**src/include/mem_bus_defs.svh**
```systemverilog
`ifndef MEM_BUS_DEFS_SVH
`define MEM_BUS_DEFS_SVH

// bus widths
`define MEM_ADDR_W 32
`define MEM_DATA_W 32
`define MEM_STRB_W 4

// sram window, byte addressed
`define SRAM_WORDS 1024
`define SRAM_BASE 32'h8000_0000

// cycles from AR handshake to rvalid
`define SRAM_RD_LAT 5

`endif

```
**src/verilog/mem_bus_pkg.sv**
```systemverilog
`include "mem_bus_defs.svh"

package mem_bus_pkg;

    typedef enum logic [1:0] {
        OKAY   = 2'b00,
        SLVERR = 2'b10
    } axi_resp_e;

    // read address
    typedef struct packed {
        logic [`MEM_ADDR_W-1:0] addr;
    } axi_ar_t;

    // read data
    typedef struct packed {
        logic [`MEM_DATA_W-1:0] data;
        axi_resp_e              resp;
    } axi_r_t;

    // write address
    typedef struct packed {
        logic [`MEM_ADDR_W-1:0] addr;
    } axi_aw_t;

    // write data, one strobe bit per byte lane
    typedef struct packed {
        logic [`MEM_DATA_W-1:0] data;
        logic [`MEM_STRB_W-1:0] strb;
    } axi_w_t;

    // write response
    typedef struct packed {
        axi_resp_e resp;
    } axi_b_t;

endpackage

```
**src/verilog/mem_bus_arbiter.sv**
```systemverilog
`timescale 1ns/1ps

module mem_bus_arbiter (
    input  logic                 clk,
    input  logic                 rst,

    // fetch
    input  logic                 if_ar_valid,
    output logic                 if_ar_ready,
    input  mem_bus_pkg::axi_ar_t if_ar,
    output logic                 if_r_valid,
    input  logic                 if_r_ready,
    output mem_bus_pkg::axi_r_t  if_r,

    // load/store
    input  logic                 ls_ar_valid,
    output logic                 ls_ar_ready,
    input  mem_bus_pkg::axi_ar_t ls_ar,
    output logic                 ls_r_valid,
    input  logic                 ls_r_ready,
    output mem_bus_pkg::axi_r_t  ls_r,
    input  logic                 ls_aw_valid,
    output logic                 ls_aw_ready,
    input  mem_bus_pkg::axi_aw_t ls_aw,
    input  logic                 ls_w_valid,
    output logic                 ls_w_ready,
    input  mem_bus_pkg::axi_w_t  ls_w,
    output logic                 ls_b_valid,
    input  logic                 ls_b_ready,
    output mem_bus_pkg::axi_b_t  ls_b,

    // toward the slave
    output logic                 m_ar_valid,
    input  logic                 m_ar_ready,
    output mem_bus_pkg::axi_ar_t m_ar,
    input  logic                 m_r_valid,
    output logic                 m_r_ready,
    input  mem_bus_pkg::axi_r_t  m_r,
    output logic                 m_aw_valid,
    input  logic                 m_aw_ready,
    output mem_bus_pkg::axi_aw_t m_aw,
    output logic                 m_w_valid,
    input  logic                 m_w_ready,
    output mem_bus_pkg::axi_w_t  m_w,
    input  logic                 m_b_valid,
    output logic                 m_b_ready,
    input  mem_bus_pkg::axi_b_t  m_b
);

    // owner codes, also the request bit positions
    localparam logic [1:0] OWN_IF = 2'd0;
    localparam logic [1:0] OWN_LR = 2'd1;
    localparam logic [1:0] OWN_LW = 2'd2;

    logic       busy;
    logic [1:0] owner;
    logic [1:0] rr_ptr;
    logic [2:0] req;
    logic [1:0] winner;
    logic       resp_done;
    logic       own_if;
    logic       own_lr;
    logic       own_lw;

    function automatic logic [1:0] next_idx(input logic [1:0] idx);
        return (idx == 2'd2) ? 2'd0 : idx + 2'd1;
    endfunction

    // a write counts as soon as either half shows up
    assign req = {ls_aw_valid || ls_w_valid, ls_ar_valid, if_ar_valid};

    // search starts at the pointer and wraps
    always_comb begin
        logic [1:0] c1;
        logic [1:0] c2;
        c1 = next_idx(rr_ptr);
        c2 = next_idx(c1);
        if (req[rr_ptr]) begin
            winner = rr_ptr;
        end else if (req[c1]) begin
            winner = c1;
        end else begin
            winner = c2;
        end
    end

    assign own_if = busy && owner == OWN_IF;
    assign own_lr = busy && owner == OWN_LR;
    assign own_lw = busy && owner == OWN_LW;

    // only the owner's response channel can complete
    assign resp_done = (m_r_valid && m_r_ready) || (m_b_valid && m_b_ready);

    always_ff @(posedge clk) begin
        if (rst) begin
            busy   <= 1'b0;
            owner  <= OWN_IF;
            rr_ptr <= 2'd0;
        end else if (!busy) begin
            if (|req) begin
                busy   <= 1'b1;
                owner  <= winner;
                rr_ptr <= next_idx(winner);
            end
        end else if (resp_done) begin
            busy <= 1'b0;
        end
    end

    // read address mux
    assign m_ar_valid  = (own_if && if_ar_valid) || (own_lr && ls_ar_valid);
    assign m_ar        = own_lr ? ls_ar : if_ar;
    assign if_ar_ready = own_if && m_ar_ready;
    assign ls_ar_ready = own_lr && m_ar_ready;

    // read data back to its owner
    assign if_r_valid = own_if && m_r_valid;
    assign if_r       = m_r;
    assign ls_r_valid = own_lr && m_r_valid;
    assign ls_r       = m_r;
    assign m_r_ready  = (own_if && if_r_ready) || (own_lr && ls_r_ready);

    // write channels belong to load/store only
    assign m_aw_valid  = own_lw && ls_aw_valid;
    assign m_aw        = ls_aw;
    assign ls_aw_ready = own_lw && m_aw_ready;

    assign m_w_valid  = own_lw && ls_w_valid;
    assign m_w        = ls_w;
    assign ls_w_ready = own_lw && m_w_ready;

    assign ls_b_valid = own_lw && m_b_valid;
    assign ls_b       = m_b;
    assign m_b_ready  = own_lw && ls_b_ready;

    a_ready_owner: assert property (@(posedge clk) disable iff (rst)
        (!if_ar_ready || own_if) && (!ls_ar_ready || own_lr)
        && (!(ls_aw_ready || ls_w_ready) || own_lw));

endmodule

```
**config.mk**
```make
export PLATFORM = sky130hd
export DESIGN_NAME = mem_bus_arbiter
export DESIGN_NICKNAME = d
export VERILOG_FILES = /design/src/verilog/mem_bus_pkg.sv /design/src/verilog/mem_bus_arbiter.sv
export VERILOG_INCLUDE_DIRS = /design/src /design/src/include
export SDC_FILE = /design/constraint.sdc
export NUM_CORES = 1
export LEC_CHECK = 0
export BUFFER_PORTS_ARGS = -buffer_cell sky130_fd_sc_hd__buf_2
export CAP_MARGIN = 30
export CELL_PAD_IN_SITES_DETAIL_PLACEMENT = 0
export CELL_PAD_IN_SITES_GLOBAL_PLACEMENT = 1
export CORE_AREA = 3 3 141 143
export CTS_CLUSTER_SIZE = 24
export DETAILED_ROUTE_END_ITERATION = 10
export DIE_AREA = 0 0 144 146
export PLACE_DENSITY = 0.56
export SLEW_MARGIN = 10
export SYNTH_ARGS = -nofsm -noshare
export SYNTH_HDL_FRONTEND = slang
export SYNTH_SLANG_ARGS = --single-unit
```
**constraint.sdc**
```tcl
create_clock -name clk -period 1.4 [get_ports clk]
set_input_delay 0 -clock clk [delete_from_list [all_inputs] [get_ports clk]]
set_output_delay 0 -clock clk [all_outputs]
set_load 0.01 [all_outputs]
```
==> metrics.txt <==
R2R Path End=busy; min-delay src=ls_aw[19]; class of the worst hold path=in2out; Max Fclk=between 600 and 700 MHz; CTS tree=built; Seq cells post-synth=5; post-synthesis mux area share=between 20 and 25%; global-route wire length before repair=~8.2 mm; initial antenna violation count=0; Leakage=about 1.1 nW; R2R setup slack=roughly 0.17 ns; Final setup viols=34; WP data required=approximately 1.4 ns; Combinational Power Share=around half; leading area contributor after synthesis=buf_4; Seq pwr share=between 10% and 20%; Power Internal=0.892 mW; clk buf depth=2; die area=approximately 0.021 sq mm; first drt pass iteration count=4; Die H=146 microns; Synth Area in Compound Gates=roughly 5.1%; worst clock skew=0.000763 ns; layout cells sized above 1=79.0%; adder-cell share of the synthesized area=0%; cts bufs inserted=3; final period utilization=113%; area share of the largest cell type after synthesis=between 50% and 60%; Cell Pwr Density=576 mW/mm^2; Port-buffer cells=about 120; XOR/XNOR Fraction of Synth Area=0%; pin count of the biggest net entering global routing=16; DR iter-0 viols=34; Fin. Hold Viols=0; largest family of logic cells by synthesized area=buffers and inverters; layout overhead on the synthesized area=9.07%; Die X=around 140 microns; Simple-Gate Fraction of Synth Area=7.74%; drc violations=0; H-Tree Depth=1; top cells by area, synth=buf_4 53%, mux2_4 21%, dfxtp_1 5.1%; Boundary Pins=roughly 360; DR vias=about 1300; Remaining Overflow, GRT=0; Nets=402; met1 Use GR=roughly 5%; Worst VDD drop=roughly 300 uV; routed length per instance=14.8 microns; Core ar.=~0.019 sq mm; Root Buffer=clkbuf_16; P_sw=0.347 mW; initial core utilization=10.5%; Mapped Nets=between 400 and 500; Via density=between 2 and 3; final worst path period need=around 1.6 ns; failing checks=negative setup slack; grt peak-use layer=met2; Post-Syn Area=a little under 0.002 sq mm; GRT Util Overall=approximately 5.4%; FF-to-FF path depth=4; sw frac=28.0%; clock power share=between 30% and 40%; Pwr Total=between 1 and 1.5 mW; hold path depth=0; most frequent cells in the layout=94 x buf_2, 29 x buf_6, 28 x mux2_4; Worst-path clk slew=about 0.03 ns; MaxCap Viol Count=0; CP max FO=7; RSZ-0062 raised after global routing=yes; final worst slack=-0.179 ns; Slew Viols, Final=0; antenna-violating nets left=0; arrival time worst endpoint=around 1.6 ns; worst-skew pair later-pin latency=approximately 0.23 ns; Synth warnings=0; commonest non-fill, non-tap cell in the layout=buf_2; worst r2r src=owner[0]; relative slew slack=a little over two thirds; # diodes=0; synthesized area per cell=roughly 8.7 sq um; distinct cell type count after synthesis=30; slew at the pin closest to its max-slew limit=about 0.44 ns; vias in the first global route=between 1000 and 1500; Cells after Synth=between 200 and 250; register area share after synthesis=about 5%; Hold WS=about 0.0000039 ns; critical path class=reg2out; Critical Path Source Type=flop; status=finished with violations; Post-DP HPWL=about 5.7 mm; cell row count=50; clock sink count=5; met3 GRT Util=2.56%; met2 usage=approximately a tenth; Crit. End Element=output pin; Routed WL=6.70 mm; Hold EP=m_aw[19]; gpl congestion=just under 0.7
-- metrics by stage --
stage / setup TNS [ns] / worst slack [ns] / std cells / area [sq um] / util, %
6_report: -5.05 / -0.179 / 453 / 2150 / 11.5
5_1_grt: -6.64 / -0.228 / 453 / 2150 / 11.5
4_1_cts: -5.30 / -0.201 / 452 / 2110 / 11.3
3_5_place_dp: -0.233 / -0.0380 / 446 / 1830 / 9.77
3_3_place_gp: -0.327 / -0.0474 / 446 / 1830 / 9.77
2_1_floorplan: 0 / 0.121 / 226 / 1970 / -
-- worst max-delay path, cell delays in order (launching register included) --
cell and delay, ns:
dfxtp_1 0.30, nand2b_4 0.13, or2_4 0.29, clkbuf_16 0.19, mux2_4 0.31, buf_6 0.12
-- layout make-up --
class	count	area [sq um]
fillers	2163	16600
repair buffers	132	915
multi-input cells	73	746
well taps	234	293
flip-flops and latches	5	100
clock buffers	4	78.8
inverters	5	18.8
-- cell families after synthesis --
group	after synthesis
buf+inv	148
mux	34
simple gates	25
compound gates	14
flops	5
-- sequential cells by signal, summed over array words and instances, names as in the netlist --
name    flops
busy        1
owner       2
rr_ptr      2
-- worst max-delay path by stage --
stage / from / to / slack, ns
final: owner[1] / m_ar[5] / -0.18
after global routing: owner[1] / m_ar[5] / -0.23
after CTS: owner[1] / m_ar[3] / -0.20
after detailed placement: owner[1] / m_ar[9] / -0.04
after global placement: owner[1] / m_ar[6] / -0.05
after floorplan: owner[0] / m_ar[0] / 0.12
-- cells in the mapped netlist (all sizes together) --
cell / instances
buf: 143
mux2: 32
and2: 7
nor2: 6
dfxtp: 5
inv: 5
a21oi: 3
nor3: 3
a21o: 2
mux2i: 2
nand2b: 2
o21ai: 2
o32ai: 2
a211o: 1
a311oi: 1
and3: 1
nand2: 1
nand4b: 1
o2111ai: 1
o211ai: 1
o311ai: 1
or2: 1
or2b: 1
or3: 1
or4: 1
-- repair_timing --
action | in CTS | in global routing
cloned | 1 | 1
buffers inserted | 1 | 0
endpoints found under the setup margin | 34 | 34
resized for setup | 29 | 6
hold buffers | 0 | 0
pin swaps | 0 | 0
-- layer usage --
metal  wire length [microns]  share of wire [%]
met4                      66               0.99
met3                    1000                 15
met1                    2240                 33
met5                       0                  0
met2                    3390                 51
-- power by group through the flow --
stage	registers, mW	logic [mW]	clock network, mW
after floorplan	0.172	0.664	0
after global placement	0.173	0.517	0
after detailed placement	0.172	0.513	0
after CTS	0.170	0.599	0.478
after global routing	0.172	0.649	0.491
final	0.171	0.599	0.470
Note: power is estimated with default switching activity, not from simulation.
